==> config.mk <==
export PLATFORM = sky130hd
export DESIGN_NAME = frame_board
export DESIGN_NICKNAME = d
export VERILOG_FILES = /design/src/frame_ctrl_pkg.sv /design/src/frame_input_pkg.sv /design/src/frame_board.sv /design/src/frame_dip_decode.sv /design/src/frame_joy_map.sv /design/src/frame_rst_seq.sv
export VERILOG_INCLUDE_DIRS = /design/src
export SDC_FILE = /design/constraint.sdc
export NUM_CORES = 1
export LEC_CHECK = 0
export BUFFER_PORTS_ARGS = -buffer_cell sky130_fd_sc_hd__buf_2
export CELL_PAD_IN_SITES_DETAIL_PLACEMENT = 1
export CELL_PAD_IN_SITES_GLOBAL_PLACEMENT = 2
export CORE_MARGIN = 2
export CORE_UTILIZATION = 23
export CTS_CLUSTER_SIZE = 40
export DETAILED_ROUTE_END_ITERATION = 7
export GPL_ROUTABILITY_DRIVEN = 0
export GPL_TIMING_DRIVEN = 1
export PLACE_DENSITY = 0.86
export SLEW_MARGIN = 30
export SYNTH_ARGS = -nofsm -noshare
export SYNTH_HDL_FRONTEND = slang
export SYNTH_SLANG_ARGS = --single-unit
==> constraint.sdc <==
create_clock -name clk_sys -period 5.63 [get_ports clk_sys]
set_clock_uncertainty 0.15 [all_clocks]
set_input_delay 0.8445 -clock clk_sys [delete_from_list [all_inputs] [get_ports clk_sys]]
set_output_delay 0.8445 -clock clk_sys [all_outputs]
set_load 0.01 [all_outputs]
==> src/frame_settings.svh <==
// ======================================================================
// Build-time settings of the board control block: fire button count,
// game input polarity, DIP field offset and reset sequence lengths
// ======================================================================
`ifndef FRAME_SETTINGS_SVH
`define FRAME_SETTINGS_SVH

// Live fire buttons, 1 to 6
`define FRAME_BUTTONS 2

// Game inputs are active low when set
`define FRAME_ACTIVE_LOW 1

// First status bit of the 16-bit game DIP field
`define FRAME_DIPBASE 16

// Board reset length once the PLL is locked
`define FRAME_RST_CYCLES 8

// Game reset length after a request, counted with no download active
`define FRAME_GAME_RST_CYCLES 4

`endif

==> src/frame_ctrl_pkg.sv <==
// ======================================================================
// Control types: decoded DIP/OSD settings and reset sequencer states
// ======================================================================

package frame_ctrl_pkg;

    // Settings decoded from the microcontroller status word
    typedef struct packed {
        logic        flip;
        logic        test;
        logic        pause;
        logic [1:0]  fxlevel;
        logic        enable_fm;
        logic        enable_psg;
        // Game specific DIP switches
        logic [15:0] game_dip;
        logic        spare;
    } dip_cfg_t;

    // Reset sequencer states
    typedef enum logic [1:0] {
        // Held until the PLL reports lock
        RST_WAIT_PLL,
        // Board reset countdown
        RST_BOARD,
        // Game only reset countdown
        RST_GAME,
        // Normal operation
        RST_RUN
    } rst_state_e;

endpackage

==> src/frame_input_pkg.sv <==
// ======================================================================
// Input types: board joystick word, game joystick and game controls
// ======================================================================

package frame_input_pkg;

    // Joystick word from the board, always active high
    typedef struct packed {
        logic [1:0] spare;
        logic       pause;
        logic       service;
        logic       coin;
        logic       start;
        logic [5:0] buttons;
        // Right, left, down, up from bit 0
        logic [3:0] dir;
    } board_joy_t;

    // Joystick as seen by the game, polarity applied
    typedef struct packed {
        logic [5:0] buttons;
        logic [3:0] dir;
    } game_joy_t;

    // Cabinet controls, bit 0 is player 1
    typedef struct packed {
        logic [1:0] coin;
        logic [1:0] start;
        logic       service;
    } game_ctrl_t;

endpackage

==> src/frame_board.sv <==
// ======================================================================
// Board control top: status decoder, reset sequencer, joystick mapper
// ======================================================================
`timescale 1ns/100ps

module frame_board (
    input  logic                        clk_sys,
    input  logic                        reset,
    input  logic                        pll_locked,
    input  logic                        rst_req,
    input  logic                        downloading,
    input  logic [31:0]                 status,
    input  frame_input_pkg::board_joy_t joystick1,
    input  frame_input_pkg::board_joy_t joystick2,
    output logic                        rst,
    output logic                        game_rst,
    output frame_ctrl_pkg::dip_cfg_t    dip,
    output logic                        dip_pause,
    output frame_input_pkg::game_joy_t  game_joystick1,
    output frame_input_pkg::game_joy_t  game_joystick2,
    output frame_input_pkg::game_ctrl_t game_ctrl
);

    frame_dip_decode u_decode (
        .clk_sys ( clk_sys ),
        .reset   ( reset   ),
        .status  ( status  ),
        .dip     ( dip     )
    );

    // A flip change restarts the game
    frame_rst_seq u_rst (
        .clk_sys     ( clk_sys     ),
        .reset       ( reset       ),
        .pll_locked  ( pll_locked  ),
        .rst_req     ( rst_req     ),
        .downloading ( downloading ),
        .flip        ( dip.flip    ),
        .rst         ( rst         ),
        .game_rst    ( game_rst    )
    );

    frame_joy_map u_map (
        .clk_sys        ( clk_sys        ),
        .reset          ( reset          ),
        .game_rst       ( game_rst       ),
        .dip_pause_sw   ( dip.pause      ),
        .joystick1      ( joystick1      ),
        .joystick2      ( joystick2      ),
        .game_joystick1 ( game_joystick1 ),
        .game_joystick2 ( game_joystick2 ),
        .game_ctrl      ( game_ctrl      ),
        .dip_pause      ( dip_pause      )
    );

endmodule

==> src/frame_dip_decode.sv <==
// ======================================================================
// Status word decoder: registers OSD and DIP fields into the settings
// struct, turning the sound disable bits into enables
// ======================================================================
`timescale 1ns/100ps
`include "frame_settings.svh"

module frame_dip_decode (
    input  logic                     clk_sys,
    input  logic                     reset,
    input  logic [31:0]              status,
    output frame_ctrl_pkg::dip_cfg_t dip
);

    // Both sound chips stay on after reset
    localparam frame_ctrl_pkg::dip_cfg_t DIP_RESET = '{
        enable_fm:  1'b1,
        enable_psg: 1'b1,
        default:    '0
    };

    frame_ctrl_pkg::dip_cfg_t dip_nxt;

    always_comb begin
        dip_nxt            = '0;
        dip_nxt.flip       = status[1];
        dip_nxt.test       = status[2];
        dip_nxt.pause      = status[3];
        dip_nxt.fxlevel    = status[5:4];
        // OSD stores disables
        dip_nxt.enable_fm  = ~status[6];
        dip_nxt.enable_psg = ~status[7];
        dip_nxt.game_dip   = status[`FRAME_DIPBASE +: 16];
    end

    always_ff @(posedge clk_sys) begin
        if (reset) begin
            dip <= DIP_RESET;
        end else begin
            dip <= dip_nxt;
        end
    end

endmodule

==> src/frame_joy_map.sv <==
// ======================================================================
// Joystick mapper: button masking, coin/start/service routing,
// output polarity, game reset blanking and the joystick pause toggle
// ======================================================================
`timescale 1ns/100ps
`include "frame_settings.svh"

module frame_joy_map (
    input  logic                        clk_sys,
    input  logic                        reset,
    input  logic                        game_rst,
    input  logic                        dip_pause_sw,
    input  frame_input_pkg::board_joy_t joystick1,
    input  frame_input_pkg::board_joy_t joystick2,
    output frame_input_pkg::game_joy_t  game_joystick1,
    output frame_input_pkg::game_joy_t  game_joystick2,
    output frame_input_pkg::game_ctrl_t game_ctrl,
    output logic                        dip_pause
);

    localparam int         BUTTONS    = `FRAME_BUTTONS;
    localparam logic [5:0] BTN_MASK   = 6'((1 << BUTTONS) - 1);
    localparam logic       ACTIVE_LOW = 1'(`FRAME_ACTIVE_LOW);
    // XOR patterns that turn active high values into game polarity
    localparam logic [9:0] JOY_POL    = {10{ACTIVE_LOW}};
    localparam logic [4:0] CTRL_POL   = {5{ACTIVE_LOW}};

    frame_input_pkg::game_joy_t  joy1_hi;
    frame_input_pkg::game_joy_t  joy2_hi;
    frame_input_pkg::game_ctrl_t ctrl_hi;
    logic                        pause_last;
    logic                        pause_tgl;
    logic                        pause_rise;

    // Drops buttons the game does not have
    function automatic frame_input_pkg::game_joy_t map_joy(
        input frame_input_pkg::board_joy_t joy
    );
        frame_input_pkg::game_joy_t g;
        g.buttons = joy.buttons & BTN_MASK;
        g.dir     = joy.dir;
        return g;
    endfunction

    // Active high view, all released while the game is in reset
    always_comb begin
        joy1_hi         = map_joy(joystick1);
        joy2_hi         = map_joy(joystick2);
        ctrl_hi.coin    = {joystick2.coin, joystick1.coin};
        ctrl_hi.start   = {joystick2.start, joystick1.start};
        // Service switch only on player 1
        ctrl_hi.service = joystick1.service;
        if (game_rst) begin
            joy1_hi = '0;
            joy2_hi = '0;
            ctrl_hi = '0;
        end
    end

    assign pause_rise = joystick1.pause & ~pause_last;

    always_ff @(posedge clk_sys) begin
        if (reset) begin
            game_joystick1 <= JOY_POL;
            game_joystick2 <= JOY_POL;
            game_ctrl      <= CTRL_POL;
            pause_last     <= 1'b0;
            pause_tgl      <= 1'b0;
        end else begin
            game_joystick1 <= joy1_hi ^ JOY_POL;
            game_joystick2 <= joy2_hi ^ JOY_POL;
            game_ctrl      <= ctrl_hi ^ CTRL_POL;
            pause_last     <= joystick1.pause;
            if (pause_rise) begin
                pause_tgl <= ~pause_tgl;
            end
        end
    end

    // Joystick press flips whatever the OSD pause setting says
    assign dip_pause = dip_pause_sw ^ pause_tgl;

endmodule

==> src/frame_rst_seq.sv <==
// ======================================================================
// Reset sequencer: board reset after PLL lock, then game reset,
// re-entered on reset requests, flip changes and downloads
// ======================================================================
`timescale 1ns/100ps
`include "frame_settings.svh"

module frame_rst_seq (
    input  logic clk_sys,
    input  logic reset,
    input  logic pll_locked,
    input  logic rst_req,
    input  logic downloading,
    input  logic flip,
    output logic rst,
    output logic game_rst
);

    localparam int RST_LEN  = `FRAME_RST_CYCLES;
    localparam int GAME_LEN = `FRAME_GAME_RST_CYCLES;
    localparam int CNT_MAX  = (RST_LEN > GAME_LEN) ? RST_LEN : GAME_LEN;
    localparam int CW       = $clog2(CNT_MAX + 1);

    frame_ctrl_pkg::rst_state_e state;
    frame_ctrl_pkg::rst_state_e state_nxt;
    logic [CW-1:0]              cnt;
    logic [CW-1:0]              cnt_nxt;
    logic                       flip_last;
    logic                       game_req;

    // Anything that restarts the game without touching the board
    assign game_req = rst_req | (flip != flip_last) | downloading;

    always_comb begin
        state_nxt = state;
        cnt_nxt   = cnt;
        unique case (state)
            frame_ctrl_pkg::RST_WAIT_PLL: begin
                if (pll_locked) begin
                    state_nxt = frame_ctrl_pkg::RST_BOARD;
                    cnt_nxt   = CW'(RST_LEN - 1);
                end
            end
            frame_ctrl_pkg::RST_BOARD: begin
                if (cnt == '0) begin
                    state_nxt = frame_ctrl_pkg::RST_GAME;
                    cnt_nxt   = CW'(GAME_LEN - 1);
                end else begin
                    cnt_nxt = cnt - 1'b1;
                end
            end
            frame_ctrl_pkg::RST_GAME: begin
                // Count restarts while a request or download is active
                if (game_req) begin
                    cnt_nxt = CW'(GAME_LEN - 1);
                end else if (cnt == '0) begin
                    state_nxt = frame_ctrl_pkg::RST_RUN;
                end else begin
                    cnt_nxt = cnt - 1'b1;
                end
            end
            frame_ctrl_pkg::RST_RUN: begin
                if (game_req) begin
                    state_nxt = frame_ctrl_pkg::RST_GAME;
                    cnt_nxt   = CW'(GAME_LEN - 1);
                end
            end
        endcase
        // Losing lock restarts everything
        if (!pll_locked) begin
            state_nxt = frame_ctrl_pkg::RST_WAIT_PLL;
        end
    end

    // Outputs registered from the next state, same timing as a state decode
    always_ff @(posedge clk_sys) begin
        if (reset) begin
            state     <= frame_ctrl_pkg::RST_WAIT_PLL;
            cnt       <= '0;
            flip_last <= 1'b0;
            rst       <= 1'b1;
            game_rst  <= 1'b1;
        end else begin
            state     <= state_nxt;
            cnt       <= cnt_nxt;
            flip_last <= flip;
            rst       <= (state_nxt == frame_ctrl_pkg::RST_WAIT_PLL) ||
                         (state_nxt == frame_ctrl_pkg::RST_BOARD);
            game_rst  <= (state_nxt != frame_ctrl_pkg::RST_RUN);
        end
    end

endmodule

* Yosys cells after proc, flatten, opt, wreduce, memory -nomap -nowiden
Cells that the tools add are included.
** Word-level totals
- Register bits after elaboration :: 59
- Input bits :: 69
- Output and inout port bits :: 52
- Word-level logic and storage cells :: 62
** Operators by class
- Add/subtract/negate cells :: 1
- Equality and inequality tests :: 9
- Multiplexer cells :: 15
- Bitwise logic cells :: 11
- Reduce and logical (&&, ||, !) cells :: 5
** Operators by type and width (count)
- $mux W4 :: 5
- $not A10 Y10 :: 2
- $pmux W4 S4 :: 1
- $mux W6 :: 2
- $mux W2 :: 5
- $pmux W2 S4 :: 1
- $mux W5 :: 1
- $not A5 Y5 :: 1
- $eq A2 B1 Y1 const B :: 2
- $eq A2 B2 Y1 const B :: 2
- $logic_not A2 Y1 :: 2
- $logic_not A4 Y1 :: 1
- $ne A2 B2 Y1 const B :: 2
- $not A1 Y1 :: 4
- $sub A4 B1 Y4 const B :: 1
- $ne A3 B2 Y1 const B :: 1
- $reduce_and A3 Y1 :: 1
- $ne A2 B1 Y1 const B :: 1
- $or A1 B1 Y1 :: 2
- $and A1 B1 Y1 :: 1
- $logic_or A1 B1 Y1 :: 1
- $ne A1 B1 Y1 :: 1
- $xor A1 B1 Y1 :: 1

* Depth between registers and ports, before layout
- Depth after elaboration :: 8
- Gate-level depth with buffers :: 7
- Gate-level depth less buffers :: 6

* Modules after synthesis
Synthesis repeated with hierarchy kept, for this count alone.
** Second synthesis, totals
- Cells, all modules :: 150
- Area, all modules :: 1645.3 um^2
** By module, submodules not included
- frame_dip_decode :: instances 1, cells each 50, area an instance 628.1 um^2, sequential area each 460.4 um^2
- frame_joy_map :: instances 1, cells each 53, area an instance 574.3 um^2, sequential area each 380.4 um^2
- frame_rst_seq :: instances 1, cells each 47, area an instance 442.9 um^2, sequential area each 180.2 um^2

* Worst setup path before layout
Ideal clock, no wire load.
- Path kind :: input to register
- Start point :: input downloading
- End point :: register u_rst.cnt[0]
- Setup time :: 0.117 ns
- Arrival time :: 1.825 ns
- Required time :: 5.363 ns
- Setup slack :: 3.538 ns
- Cell stages on the path :: 3
- Buffers on the path :: 0
- Path through :: or3b_1 -> a211o_1 -> a32o_1
** Between the ends
- Cells in the longest elaborated chain, start to end :: 3
- Elaborated cells on any way between the ends :: 6
- Those cells by class :: eq/ne (2); mux (2); bitwise (1); reduce/logical (1)
** Ends and longest elaborated chain
- from (decl) :: RTL line frame_board.sv:11 : input logic downloading,
- $or A1 B1 Y1 (*) :: RTL line frame_rst_seq.sv:32 : assign game_req = rst_req | (flip != flip_last) | downloading;
- $mux W4, or another cell as far along :: RTL line frame_rst_seq.sv:54 : if (game_req) begin
- $pmux W4 S4 / $reduce_and A3 Y1 (equally long branches)
- to (signal assigned) :: RTL line frame_rst_seq.sv:85 : cnt <= cnt_nxt;
- to (decl) :: RTL line frame_rst_seq.sv:26 : logic [CW-1:0] cnt;
Mark *: on every way between the ends. The rest lies on a longest branch, timed or not.
A chain may end at the register's enable or synchronous reset.

* Final worst setup path
Ends and elaborated chain as after synthesis.

==> results.toml <==
[run_status]
status = "complete, no violations"

[pwr]
ir_worst_vdd_uv = 95.5
power.density_nw_per_um2 = 297
power_leakage_nw = 1.01
power_uw = 667

[run]
cap_viol_max_count = 0

[critical_path]
critPathKind = "primary input to flip-flop"
path_cells = "buf_2, or3b_1, nor3_1, o21ai_0, a32o_1"
worstRegToRegCells = 6
r2r-start = "u_rst.cnt[0]"
cp_slowest_cell = "or3b_1"
crit_fanout = 5
arrival_ps = 2020
critPathCaptureType = "flip-flop"
endpoint = "u_rst.cnt[0]"
crit_buf_inv = 1
cp_num_cells = 5
cp_top_family = "simple AND/OR/NAND/NOR gates"
rrSetupSlack_ps = 3700
start_kind = "primary input"
worstPathRequired_ps = 5680
cp-startpoint = "downloading"
slowest_delay_ps = 440
rr_endpoint = "u_rst.cnt[2]"

[clock_tree]
worstSkewPairLatency_ps = 300
cts_root_buffer = "clkbuf_8"
holdBufCountCts = 0
cts_resized = 0
clk_path_buf_depth = 2
post_cts_buffers = 0
cts_sinks = 51
clk_pin_slew_ps = 90
cts_buffers = 5
htree_levels = 2
cts_tree = "yes"

[place]
place_inst = 340
dpl.hpwl_mm = 2.96
place_area_sq_um = 2150
port_buffers = 88

[logic_synthesis]
synth_top_family_by_area = "simple AND/OR/NAND/NOR gates"
synth_cells = 163
synthMuxAreaShare_pct = 0
synth_xor_area_share_pct = 1.57
yosysSeqAreaShare_pct = 61.2
avgSynthCellArea_sq_um = 10.2
syn_area_sq_um = 1670
ys_ff_latch = 51
synth-simple-area-share_pct = 21.2
synth_compound_area_share_pct = 6.37
yosys_warnings = 0
synth.distinct_cells = 31
synth_adder_area_share_pct = 1.50

[routing]
route.vias.total = 1368
via_per_inst = 3.93
wl_mm = 3.74
drc = 0
drt_iter0_markers = 36
firstDrtPassIters = 4
ant_nets = 0
wl_per_cell_um = 10.7

[finish]
design_area_sq_um = 2250
drive_gt1_share_pct = 39.4
area_delta_synth_final_pct = 34.6
diodes = 0
nets = 319
final_cells = 348

[global_route]
grt_antenna_before_repair = 0
grt_pass1_wl_mm = 5.57
grt-ovfl-total = 0
grt_pass1_vias = 1282
grt_usage_pct = 9.04
grt_max_degree = 35

[min_path]
worstHoldStart = "u_decode.dip[23]"
hp-class = "flip-flop to flip-flop"

[floorplan]
ios = 121
die_width_um = 89.2
fp.dieH_um = 89.2
core_sq_um = 7140
rows = 31
initial_core_util_pct = 23.4
die_area_sq_um = 7950

[timing]
rsz0062_at_grt = "no"
max_freq_ghz = 0.507
setup_violations = 0
worst_slew_pin_slew_ps = 628
min_period_ps = 1970
hold_violations = 0
setup_tns_ps = 0
relSlewSlack_pct = 58.2
post-route-period-util_pct = 35.0
maxSlewViolCount = 0
cells by family (layout without fill, tap and decap cells):
group,count (synthesis),in the layout
other,2,9
AOI/OAI and AO/OA,15,15
adders and majority gates,2,2
DFF,51,51
xor gates and xnor gates,3,3
and+or+nand+nor,68,68
buffers and inverters,22,101
how the worst min path moves through the flow:
| stage | to | slack (ps) | depth (start not counted) |
|---|---|---|---|
| 3_3_place_gp | u_rst.flip_last | 330 | 1 |
| 5_1_grt | u_rst.flip_last | 390 | 1 |
| 4_1_cts | u_rst.flip_last | 370 | 1 |
| 2_1_floorplan | u_rst.flip_last | 320 | 1 |
| 3_5_place_dp | u_rst.flip_last | 350 | 1 |
| 6_report | u_rst.flip_last | 360 | 1 |
cell usage in the layout (no fill, tap or decap), types with 2 or more instances in the layout:
master	synthesis	routed
buf_2	1	88
dfxtp_1	51	51
nor2b_1	25	25
nand2_1	20	20
conb_1	2	9
nor2_1	8	7
inv_1	5	5
nor3_1	5	5
clkbuf_8	0	5
a21oi_1	4	4
nand2b_1	3	3
xor2_1	2	2
or3b_1	2	2
o21ai_0	2	2
ha_1	2	2
clkinv_4	0	2
final cells by class:
type	instances	area (sq um)
sequential	51	1020
clock buffer	5	68.8
fill	887	4890
inverter	5	18.8
tap	99	124
timing repair buffer	88	440
clock inverter	3	25.0
multi-input combinational	97	548
routing by layer:
metal  vias up  GRT usage [%]  share of wire (%)
met5         -              0                  0
met4         0           3.66                1.4
met3         4           3.05                9.3
met2        61           15.4                 48
met1       634           10.4                 42
li1        669              -                  -
cell usage after synthesis:
| cell type | instances | area share (%) |
|---|---|---|
| or3b_1 | 2 | 1.0 |
| a32o_1 | 1 | 0.60 |
| o32ai_1 | 1 | 0.52 |
| or2_2 | 1 | 0.38 |
| buf_2 | 1 | 0.30 |
| a211o_1 | 1 | 0.52 |
| nand3_1 | 1 | 0.30 |
| nor3_1 | 5 | 1.5 |
| buf_4 | 12 | 5.4 |
| o31ai_1 | 1 | 0.45 |
| nor2_1 | 8 | 1.8 |
| xor2_1 | 2 | 1.0 |
| o211a_1 | 1 | 0.60 |
| nor3b_1 | 1 | 0.45 |
| o2111ai_1 | 1 | 0.52 |
| o21ai_0 | 2 | 0.60 |
| nand2b_1 | 3 | 1.1 |
| conb_1 | 2 | 0.45 |
| or3_1 | 1 | 0.38 |
| nor4_1 | 1 | 0.38 |
| a22oi_1 | 1 | 0.45 |
| o22ai_1 | 1 | 0.38 |
| inv_1 | 5 | 1.1 |
| dfxtp_1 | 51 | 61 |
| clkbuf_1 | 4 | 0.90 |
| a21oi_1 | 4 | 1.2 |
| xnor2_1 | 1 | 0.52 |
| a221oi_1 | 1 | 0.52 |
| ha_1 | 2 | 1.5 |
| nor2b_1 | 25 | 9.4 |
| nand2_1 | 20 | 4.5 |
metrics by stage:
step                util, %  setup slack, ps  hold slack, ps
finish                 31.5             3660             361
global route           31.5             3550             394
CTS                    31.4             3420             372
detailed placement     30.1             3080             353
global placement       30.1             3170             331
floorplan                 -             3540             323
flip-flops by register name, summed over array words and instances, names as in the netlist:
name                  cells
u_rst.flip_last           1
u_rst.game_rst            1
u_map.game_joystick2      6
u_rst.state               2
u_decode.dip             23
u_map.game_ctrl           5
u_rst.cnt                 4
u_map.pause_tgl           1
u_rst.rst                 1
u_map.pause_last          1
u_map.game_joystick1      6
power breakdown:
group          internal (mW)  switching, mW
clock network         0.0890          0.122
registers              0.375        0.00778
logic                 0.0358         0.0377
total                  0.500          0.167
(Power assumes the default switching activity.)
